==> src/design/softmax_settings.svh <==
`ifndef SOFTMAX_SETTINGS_SVH
`define SOFTMAX_SETTINGS_SVH

// Lanes carried by one stream beat
`define SMX_LANES 4

// Unsigned score width per lane
`define SMX_SCORE_W 8

// A full weight is 2^SMX_FRAC
`define SMX_FRAC 15

// Denominator accumulator width
`define SMX_ACC_W 24

// Inverse of the denominator, saturated
`define SMX_INV_W 16

`endif

==> src/design/softmax_pkg.sv <==
`include "softmax_settings.svh"

package softmax_pkg;

    typedef logic [`SMX_SCORE_W-1:0] score_t;

    // Weight or probability with one integer bit above the fraction
    typedef logic [`SMX_FRAC:0] weight_t;

    // Max differences never exceed the score range
    typedef logic [`SMX_SCORE_W-1:0] shift_t;

    typedef logic [`SMX_ACC_W-1:0] acc_t;

    typedef logic [`SMX_INV_W-1:0] inv_t;

    typedef logic [`SMX_LANES-1:0] strb_t;

    typedef score_t [`SMX_LANES-1:0] score_vec_t;

    typedef weight_t [`SMX_LANES-1:0] weight_vec_t;

    // Operation performed by the shared lane unit
    typedef enum logic {
        OP_WEIGHT,
        OP_SCALE
    } lane_op_e;

endpackage

==> src/design/denom_accumulator.sv <==
`timescale 1ns/1ps
`include "softmax_settings.svh"

module denom_accumulator
    import softmax_pkg::*;
(
    input  logic        clk_i,
    input  logic        rst_ni,
    input  logic        clear_i,
    input  logic        w_valid_i,
    input  weight_vec_t w_data_i,
    input  shift_t      w_shift_i,
    output acc_t        denom_o
);

    localparam int PAIRS = `SMX_LANES / 2;

    logic [`SMX_FRAC+1:0] pair_sum [PAIRS];
    acc_t                 beat_sum;
    acc_t                 denom_q;
    acc_t                 denom_scaled;

    // First tree level adds neighbouring lanes
    always_comb begin
        for (int j = 0; j < PAIRS; j++) begin
            pair_sum[j] = {1'b0, w_data_i[2*j]} + {1'b0, w_data_i[2*j+1]};
        end
    end

    always_comb begin
        beat_sum = '0;
        for (int j = 0; j < PAIRS; j++) begin
            beat_sum = beat_sum + acc_t'(pair_sum[j]);
        end
    end

    // Old sum moves to the new max before the beat is added
    always_comb begin
        if (w_shift_i >= shift_t'(`SMX_ACC_W)) begin
            denom_scaled = '0;
        end else begin
            denom_scaled = denom_q >> w_shift_i;
        end
    end

    always_ff @(posedge clk_i or negedge rst_ni) begin
        if (~rst_ni) begin
            denom_q <= '0;
        end else if (clear_i) begin
            denom_q <= '0;
        end else if (w_valid_i) begin
            denom_q <= denom_scaled + beat_sum;
        end
    end

    assign denom_o = denom_q;

endmodule

==> src/design/lane_arbiter.sv <==
`timescale 1ns/1ps

module lane_arbiter
    import softmax_pkg::*;
(
    input  logic        clk_i,
    input  logic        rst_ni,
    input  logic        clear_i,
    input  logic        new_valid_i,
    input  score_vec_t  new_scores_i,
    input  strb_t       new_strb_i,
    input  score_t      new_max_i,
    input  shift_t      new_shift_i,
    output logic        new_ready_o,
    input  logic        wait_valid_i,
    input  weight_vec_t wait_weights_i,
    input  strb_t       wait_strb_i,
    output logic        wait_ready_o,
    input  logic        inv_valid_i,
    output logic        req_valid_o,
    output lane_op_e    req_op_o,
    output score_vec_t  req_scores_o,
    output weight_vec_t req_weights_o,
    output strb_t       req_strb_o,
    output score_t      req_max_o,
    output shift_t      req_shift_o,
    input  logic        req_ready_i
);

    logic        slot_q;
    weight_vec_t slot_weights_q;
    strb_t       slot_strb_q;
    logic        grant_slot;
    logic        slot_push;
    logic        slot_pop;

    // Waiting beat wins whenever the inverse is available
    assign grant_slot = slot_q & inv_valid_i;

    assign req_valid_o   = grant_slot | new_valid_i;
    assign req_op_o      = grant_slot ? OP_SCALE : OP_WEIGHT;
    assign req_scores_o  = new_scores_i;
    assign req_weights_o = slot_weights_q;
    assign req_strb_o    = grant_slot ? slot_strb_q : new_strb_i;
    assign req_max_o     = new_max_i;
    assign req_shift_o   = grant_slot ? '0 : new_shift_i;
    assign new_ready_o   = ~grant_slot & req_ready_i;

    // A granted slot can refill in the same cycle it drains
    assign wait_ready_o = ~slot_q | grant_slot;
    assign slot_push    = wait_valid_i & wait_ready_o;
    assign slot_pop     = grant_slot & req_ready_i;

    always_ff @(posedge clk_i or negedge rst_ni) begin
        if (~rst_ni) begin
            slot_q <= 1'b0;
        end else if (clear_i) begin
            slot_q <= 1'b0;
        end else if (slot_push) begin
            slot_q <= 1'b1;
        end else if (slot_pop) begin
            slot_q <= 1'b0;
        end
    end

    always_ff @(posedge clk_i) begin
        if (slot_push) begin
            slot_weights_q <= wait_weights_i;
            slot_strb_q    <= wait_strb_i;
        end
    end

endmodule

==> src/design/max_tracker.sv <==
`timescale 1ns/1ps
`include "softmax_settings.svh"

module max_tracker
    import softmax_pkg::*;
(
    input  logic       clk_i,
    input  logic       rst_ni,
    input  logic       clear_i,
    input  logic       norm_mode_i,
    input  logic       in_valid_i,
    input  score_vec_t in_scores_i,
    input  strb_t      in_strb_i,
    output logic       in_ready_o,
    output logic       beat_valid_o,
    input  logic       beat_ready_i,
    output score_vec_t beat_scores_o,
    output strb_t      beat_strb_o,
    output score_t     beat_max_o,
    output shift_t     beat_shift_o,
    output score_t     max_o
);

    score_t max_q;
    score_t beat_peak;
    score_t next_max;
    logic   in_fire;

    // Largest score among strobed lanes
    always_comb begin
        beat_peak = '0;
        for (int i = 0; i < `SMX_LANES; i++) begin
            if (in_strb_i[i] && (in_scores_i[i] > beat_peak)) begin
                beat_peak = in_scores_i[i];
            end
        end
    end

    // Max is frozen while normalizing
    assign next_max   = (!norm_mode_i && (beat_peak > max_q)) ? beat_peak : max_q;
    assign in_ready_o = ~beat_valid_o | beat_ready_i;
    assign in_fire    = in_valid_i & in_ready_o;
    assign max_o      = max_q;

    always_ff @(posedge clk_i or negedge rst_ni) begin
        if (~rst_ni) begin
            max_q        <= '0;
            beat_valid_o <= 1'b0;
        end else if (clear_i) begin
            max_q        <= '0;
            beat_valid_o <= 1'b0;
        end else if (in_fire) begin
            max_q        <= next_max;
            beat_valid_o <= 1'b1;
        end else if (beat_ready_i) begin
            beat_valid_o <= 1'b0;
        end
    end

    always_ff @(posedge clk_i) begin
        if (in_fire) begin
            beat_scores_o <= in_scores_i;
            beat_strb_o   <= in_strb_i;
            beat_max_o    <= next_max;
            beat_shift_o  <= shift_t'(next_max - max_q);
        end
    end

endmodule

==> src/design/recip_divider.sv <==
`timescale 1ns/1ps
`include "softmax_settings.svh"

module recip_divider
    import softmax_pkg::*;
(
    input  logic clk_i,
    input  logic rst_ni,
    input  logic clear_i,
    input  logic start_i,
    input  acc_t denom_i,
    output inv_t inv_o,
    output logic inv_valid_o,
    output logic busy_o
);

    // Dividend is 2^(2*FRAC) and each step yields one quotient bit
    localparam int QW = 2 * `SMX_FRAC + 1;
    localparam int CW = $clog2(QW);

    acc_t                div_q;
    acc_t                rem_q;
    logic [QW-1:0]       quo_q;
    logic [CW-1:0]       cnt_q;
    logic                busy_q;
    logic                valid_q;
    inv_t                inv_q;
    logic [`SMX_ACC_W:0] rem_sh;
    logic                fits;
    acc_t                rem_nxt;
    logic [QW-1:0]       quo_nxt;
    inv_t                quo_sat;

    assign rem_sh  = {rem_q, quo_q[QW-1]};
    assign fits    = rem_sh >= {1'b0, div_q};
    assign rem_nxt = fits ? acc_t'(rem_sh - {1'b0, div_q}) : rem_sh[`SMX_ACC_W-1:0];
    assign quo_nxt = {quo_q[QW-2:0], fits};
    // A zero divisor yields all ones and lands here too
    assign quo_sat = (|quo_nxt[QW-1:`SMX_INV_W]) ? '1 : quo_nxt[`SMX_INV_W-1:0];

    always_ff @(posedge clk_i or negedge rst_ni) begin
        if (~rst_ni) begin
            busy_q  <= 1'b0;
            valid_q <= 1'b0;
            cnt_q   <= '0;
            inv_q   <= '0;
        end else if (clear_i) begin
            busy_q  <= 1'b0;
            valid_q <= 1'b0;
            cnt_q   <= '0;
            inv_q   <= '0;
        end else if (start_i) begin
            busy_q  <= 1'b1;
            valid_q <= 1'b0;
            cnt_q   <= '0;
        end else if (busy_q) begin
            cnt_q <= cnt_q + 1'b1;
            if (cnt_q == CW'(QW - 1)) begin
                busy_q  <= 1'b0;
                valid_q <= 1'b1;
                inv_q   <= quo_sat;
            end
        end
    end

    always_ff @(posedge clk_i) begin
        if (start_i) begin
            div_q <= denom_i;
            rem_q <= '0;
            quo_q <= QW'(1) << (QW - 1);
        end else if (busy_q) begin
            rem_q <= rem_nxt;
            quo_q <= quo_nxt;
        end
    end

    assign inv_o       = inv_q;
    assign inv_valid_o = valid_q;
    assign busy_o      = busy_q;

endmodule

==> src/design/shared_lane_unit.sv <==
`timescale 1ns/1ps
`include "softmax_settings.svh"

module shared_lane_unit
    import softmax_pkg::*;
(
    input  logic        clk_i,
    input  logic        rst_ni,
    input  logic        clear_i,
    input  logic        req_valid_i,
    input  lane_op_e    req_op_i,
    input  score_vec_t  req_scores_i,
    input  weight_vec_t req_weights_i,
    input  strb_t       req_strb_i,
    input  score_t      req_max_i,
    input  shift_t      req_shift_i,
    output logic        req_ready_o,
    input  inv_t        inv_i,
    output logic        res_valid_o,
    output lane_op_e    res_op_o,
    output weight_vec_t res_data_o,
    output strb_t       res_strb_o,
    output shift_t      res_shift_o,
    input  logic        res_ready_i
);

    localparam weight_t ONE_W = weight_t'(1 << `SMX_FRAC);

    shift_t                          lane_diff;
    weight_t                         lane_weight;
    logic [`SMX_FRAC+`SMX_INV_W:0]   lane_prod;
    weight_vec_t                     lane_res;
    logic                            req_fire;

    always_comb begin
        for (int i = 0; i < `SMX_LANES; i++) begin
            // Scores above the max are treated as equal to it
            if (req_scores_i[i] > req_max_i) begin
                lane_diff = '0;
            end else begin
                lane_diff = shift_t'(req_max_i - req_scores_i[i]);
            end
            lane_weight = (lane_diff > shift_t'(`SMX_FRAC)) ? '0 : (ONE_W >> lane_diff);
            lane_prod   = req_weights_i[i] * inv_i;
            if (!req_strb_i[i]) begin
                lane_res[i] = '0;
            end else if (req_op_i == OP_SCALE) begin
                lane_res[i] = weight_t'(lane_prod >> `SMX_FRAC);
            end else begin
                lane_res[i] = lane_weight;
            end
        end
    end

    assign req_ready_o = ~res_valid_o | res_ready_i;
    assign req_fire    = req_valid_i & req_ready_o;

    always_ff @(posedge clk_i or negedge rst_ni) begin
        if (~rst_ni) begin
            res_valid_o <= 1'b0;
        end else if (clear_i) begin
            res_valid_o <= 1'b0;
        end else if (req_fire) begin
            res_valid_o <= 1'b1;
        end else if (res_ready_i) begin
            res_valid_o <= 1'b0;
        end
    end

    always_ff @(posedge clk_i) begin
        if (req_fire) begin
            res_op_o    <= req_op_i;
            res_data_o  <= lane_res;
            res_strb_o  <= req_strb_i;
            res_shift_o <= req_shift_i;
        end
    end

endmodule

==> src/design/softmax_top.sv <==
`timescale 1ns/1ps

module softmax_top
    import softmax_pkg::*;
(
    input  logic        clk_i,
    input  logic        rst_ni,
    input  logic        clear_i,
    input  logic        norm_mode_i,
    input  logic        finish_i,
    input  logic        in_valid_i,
    input  score_vec_t  in_scores_i,
    input  strb_t       in_strb_i,
    output logic        in_ready_o,
    output logic        out_valid_o,
    output weight_vec_t out_prob_o,
    output strb_t       out_strb_o,
    input  logic        out_ready_i,
    output acc_t        denom_o,
    output inv_t        inv_o,
    output logic        inv_valid_o,
    output logic        div_busy_o
);

    logic        beat_valid, beat_ready;
    score_vec_t  beat_scores;
    strb_t       beat_strb;
    score_t      beat_max;
    shift_t      beat_shift;
    logic        wait_valid, wait_ready;
    logic        req_valid, req_ready;
    lane_op_e    req_op;
    score_vec_t  req_scores;
    weight_vec_t req_weights;
    strb_t       req_strb;
    score_t      req_max;
    shift_t      req_shift;
    logic        res_valid, res_ready;
    lane_op_e    res_op;
    weight_vec_t res_data;
    strb_t       res_strb;
    shift_t      res_shift;
    logic        res_is_scale;
    logic        acc_valid;

    max_tracker i_max_tracker (
        .clk_i (clk_i), .rst_ni (rst_ni), .clear_i (clear_i), .norm_mode_i (norm_mode_i),
        .in_valid_i (in_valid_i), .in_scores_i (in_scores_i), .in_strb_i (in_strb_i),
        .in_ready_o (in_ready_o), .beat_valid_o (beat_valid), .beat_ready_i (beat_ready),
        .beat_scores_o (beat_scores), .beat_strb_o (beat_strb), .beat_max_o (beat_max),
        .beat_shift_o (beat_shift), .max_o ()
    );

    lane_arbiter i_lane_arbiter (
        .clk_i (clk_i), .rst_ni (rst_ni), .clear_i (clear_i),
        .new_valid_i (beat_valid), .new_scores_i (beat_scores), .new_strb_i (beat_strb),
        .new_max_i (beat_max), .new_shift_i (beat_shift), .new_ready_o (beat_ready),
        .wait_valid_i (wait_valid), .wait_weights_i (res_data), .wait_strb_i (res_strb),
        .wait_ready_o (wait_ready), .inv_valid_i (inv_valid_o),
        .req_valid_o (req_valid), .req_op_o (req_op), .req_scores_o (req_scores),
        .req_weights_o (req_weights), .req_strb_o (req_strb), .req_max_o (req_max),
        .req_shift_o (req_shift), .req_ready_i (req_ready)
    );

    shared_lane_unit i_shared_lane_unit (
        .clk_i (clk_i), .rst_ni (rst_ni), .clear_i (clear_i),
        .req_valid_i (req_valid), .req_op_i (req_op), .req_scores_i (req_scores),
        .req_weights_i (req_weights), .req_strb_i (req_strb), .req_max_i (req_max),
        .req_shift_i (req_shift), .req_ready_o (req_ready), .inv_i (inv_o),
        .res_valid_o (res_valid), .res_op_o (res_op), .res_data_o (res_data),
        .res_strb_o (res_strb), .res_shift_o (res_shift), .res_ready_i (res_ready)
    );

    // Weights feed the sum or the scale slot and scaled beats leave the design
    assign res_is_scale = (res_op == OP_SCALE);
    assign wait_valid   = res_valid & ~res_is_scale & norm_mode_i;
    assign acc_valid    = res_valid & ~res_is_scale & ~norm_mode_i;
    assign res_ready    = res_is_scale ? out_ready_i : (~norm_mode_i | wait_ready);
    assign out_valid_o  = res_valid & res_is_scale;
    assign out_prob_o   = res_data;
    assign out_strb_o   = res_strb;

    denom_accumulator i_denom_accumulator (
        .clk_i (clk_i), .rst_ni (rst_ni), .clear_i (clear_i),
        .w_valid_i (acc_valid), .w_data_i (res_data), .w_shift_i (res_shift),
        .denom_o (denom_o)
    );

    recip_divider i_recip_divider (
        .clk_i (clk_i), .rst_ni (rst_ni), .clear_i (clear_i),
        .start_i (finish_i), .denom_i (denom_o),
        .inv_o (inv_o), .inv_valid_o (inv_valid_o), .busy_o (div_busy_o)
    );

endmodule

==> config.mk <==
export PLATFORM = sky130hd
export DESIGN_NAME = softmax_top
export DESIGN_NICKNAME = d
export VERILOG_FILES = /design/src/design/softmax_pkg.sv /design/src/design/denom_accumulator.sv /design/src/design/lane_arbiter.sv /design/src/design/max_tracker.sv /design/src/design/recip_divider.sv /design/src/design/shared_lane_unit.sv /design/src/design/softmax_top.sv
export VERILOG_INCLUDE_DIRS = /design/src /design/src/design
export SDC_FILE = /design/constraint.sdc
export NUM_CORES = 2
export LEC_CHECK = 0
export BUFFER_PORTS_ARGS = -buffer_cell sky130_fd_sc_hd__buf_2
export CORE_ASPECT_RATIO = 0.75
export CORE_UTILIZATION = 65
export DETAILED_ROUTE_END_ITERATION = 8
export GPL_TIMING_DRIVEN = 0
export PLACE_DENSITY = 0.83
export SLEW_MARGIN = 25
export SYNTH_ARGS = -nofsm -noshare
export SYNTH_HDL_FRONTEND = slang
export SYNTH_SLANG_ARGS = --single-unit
==> constraint.sdc <==
create_clock -name clk_i -period 16.5 [get_ports clk_i]
set_clock_uncertainty 0.15 [all_clocks]
set_input_delay 3.3 -clock clk_i [delete_from_list [all_inputs] [get_ports clk_i]]
set_output_delay 3.3 -clock clk_i [all_outputs]
set_load 0.05 [all_outputs]
==> out/results.ini <==
[floorplanning]
die_area_um2 = 79000
num_rows = 88
core_area_um2 = 77000
die_x_um = 324
initial_utilization = 0.658
fp.dieH_um = 244
io_pins = 155

[synth]
syn_avg_cell_area_um2 = 9.28
synth_area_leaders = fa_1 (32%), edfxtp_1 (13%), ha_1 (13%)
synth_compound_gate_area_share = 0.0765
yosys.area_share.simple = 0.154
ys.flop_type = edfxtp_1
muxShareOfSynthArea = 0.0193
synth_most_common_cell = inv_1
synth-seq-cells = 334
synth_xor_area_frac = 0.0259
synthTopCellsByCount = inv_1 (1038), nand2_1 (841), fa_1 (807)
synth_area_um2 = 50600
seq_area_frac_synth = 0.181
synth-adder-area-share = 0.447
synthArstFlopShare = 0.174
synth_top_area_frac = 0.319
synth_top_family_by_area = adder cells
synth_top_cell_by_area = fa_1
synth_fp_nets = 6826
synth.distinct_cells = 86
synthCells = 5458
synthesis.yosys.warnings = 0
synth_edf_count = 221

[place]
port_buffers = 153
dpl_cell_area_um2 = 52900
hpwl_um = 128000
globalplace.congestion = 1.03

[global_route]
antenna_found_initial = 4
grt_use_total = 0.402
grt_overflow = 0
grt_pass1_wl_um = 237000
grt_max_degree = 54
grt_pass1_vias = 40900

[setup_path]
cpMaxStageDelayCell = clkinvlp_2
cp_top_family = compound AO/OA/AOI/OAI gates
endpoint_kind = flop
path_max_fanout = 10
cp_num_buf_inv = 10
worstPathRequired_ps = 16660
worstSetupPathType = input pin to flop
start_kind = input pin
worstPathArrival_ps = 14230
max_stage_delay_ps = 600

[timing]
tns_ps = 0
final_max_slew_viol_count = 0
min_period_ps = 14070
final-setup-viol-count = 0
worst_pin_slew_ps = 1270
rsz0062_at_grt = false
timing.slew.headroom = 0.144
hold_viol = 0
fmax_mhz = 71.1
fin_crit_sh = 0.852

[drt]
vias = 41100
wirelength_um = 155000
drt_iter0_markers = 5037
drtAntennaViolNets = 0
route.detailed.drc = 0
dr.pass1.iters = 6
vias_per_cell = 6.10
wire_per_inst_um = 23.1

[job]
maxCapViolCount = 0

[cts]
clock-sinks = 334
cts_tree = yes
clock_latency_ps = 620
clock_path_buffers = 3
postCtsHoldBufs = 0
cts-root-buf = clkbuf_16
htree_levels = 2
cts_made_buffers = 38
cts_setup_buffers = 0
ctsResizeCount = 0
path_clk_slew_ps = 60

[power]
peakVddDrop_uv = 72.3
power_density_nw_per_um2 = 50.3
intPower_uw = 1750
p_sw_uw = 975
combPwrFrac = 0.302
seq_power_share = 0.369
switching_share = 0.357
p_clk_frac = 0.329
p_leak_uw = 0.0256

[final_layout]
syn_to_final_growth_pct = 7.12
stdcell_area_um2 = 54200
drive_above_1_share = 0.0510
fin_nets = 7027

[worst_hold_path]
hp-class = flop to flop

[outcome]
outcome = completed

-- metrics by stage --
stage	hold WS [ps]	worst slack, ps	cells	total power, uW	utilization
2_1_floorplan	307	4010	5458	1590	-
3_3_place_gp	274	2250	6646	1790	0.685
3_5_place_dp	294	2120	6654	1820	0.688
4_1_cts	312	2640	6724	2700	0.704
5_1_grt	322	1560	6724	2820	0.704
6_report	315	2430	6734	2730	0.705
-- kinds of logic (layout without fill, tap and decap cells) --
kind of cell	Yosys count	after routing
and+or+nand+nor	1681	1681
adders and majority gates	1325	1325
buffers and inverters	1282	1513
AOI/OAI and AO/OA	592	592
DFF	334	334
xor gates and xnor gates	150	150
muxes	94	94
other	0	10
-- final cells by class --
| cell class | instances | area, um^2 |
|---|---|---|
| Multi-Input combinational cell | 3842 | 36700 |
| Clock buffer | 51 | 1040 |
| Buffer | 241 | 925 |
| Sequential cell | 334 | 9190 |
| Inverter | 1041 | 3910 |
| Fill cell | 5726 | 22700 |
| Antenna cell | 10 | 25.0 |
| Clock inverter | 19 | 225 |
| Timing Repair Buffer | 161 | 961 |
| Tap cell | 1035 | 1290 |
-- routing by layer --
layer | GRT usage | up-vias | part of all wire
li1 | - | 17600 | -
met1 | 0.572 | 20200 | 0.39
met2 | 0.555 | 2821 | 0.41
met3 | 0.146 | 473 | 0.16
met4 | 0.160 | 6 | 0.047
met5 | 0 | - | 0.00045
-- worst paths after layout --
| kind | slack (ps) | from | to | cells after the start |
|---|---|---|---|---|
| worst max-delay path | 2430 | in_strb_i[0] | i_max_tracker.beat_shift_o[7]$_DFFE_PP_ | 47 |
| worst min-delay path | 320 | i_shared_lane_unit.res_strb_o[0]$_DFFE_PP_ | i_lane_arbiter.slot_strb_q[0]$_DFFE_PP_ | 0 |
| worst max register to register | 7770 | i_recip_divider.inv_o[1]$_DFFE_PN0P_ | i_shared_lane_unit.res_data_o[14]$_SDFFCE_PN0P_ | 23 |
| worst min register to register | 320 | i_shared_lane_unit.res_strb_o[0]$_DFFE_PP_ | i_lane_arbiter.slot_strb_q[0]$_DFFE_PP_ | 0 |
| max in group asynchronous | 13250 | rst_ni | i_recip_divider.inv_o[13]$_DFFE_PN0P_ | 2 |
| min in group asynchronous | 2420 | rst_ni | i_max_tracker.max_o[0]$_DFFE_PN0P_ | 1 |
-- cell usage in the layout, fill, tap and decap left out, types with 24 or more instances in the layout --
cell type  count
clkbuf_16     39
o21ai_0      128
nand2b_1      25
nand3_1       46
dfxtp_1       55
inv_1       1038
mux2i_1       78
ha_1         518
a21o_1        69
xnor2_1       97
a21oi_1      137
xor2_1        53
nor2_1       216
nor3_1        47
edfxtp_1     221
nand4_1       35
dfrtp_1       58
a211oi_1      49
nand2_1      841
and2_1       352
buf_2        153
o22ai_1       24
fa_1         807
clkbuf_1     230
-- flip-flops by register name, indices dropped and copies added (netlist names), 4 cells and up --
signal and count:
i_denom_accumulator.denom_o 24, i_lane_arbiter.req_weights_o 64, i_lane_arbiter.slot_strb_q 4, i_max_tracker.beat_max_o 8, i_max_tracker.beat_scores_o 32, i_max_tracker.beat_shift_o 8, i_max_tracker.beat_strb_o 4, i_max_tracker.max_o 8
i_recip_divider.cnt_q 5, i_recip_divider.div_q 24, i_recip_divider.inv_o 16, i_recip_divider.quo_q 31, i_recip_divider.rem_q 24, i_shared_lane_unit.res_data_o 64, i_shared_lane_unit.res_shift_o 8, i_shared_lane_unit.res_strb_o 4
-- power by group through the flow --
| stage | sequential (uW) | clock (uW) | combinational, uW |
|---|---|---|---|
| floorplan | 1030 | 0 | 556 |
| global placement | 1020 | 0 | 765 |
| detailed placement | 1020 | 0 | 796 |
| CTS | 1000 | 895 | 803 |
| global route | 1010 | 924 | 890 |
| finish | 1010 | 898 | 824 |
Note: power is estimated with default switching activity, not from simulation.
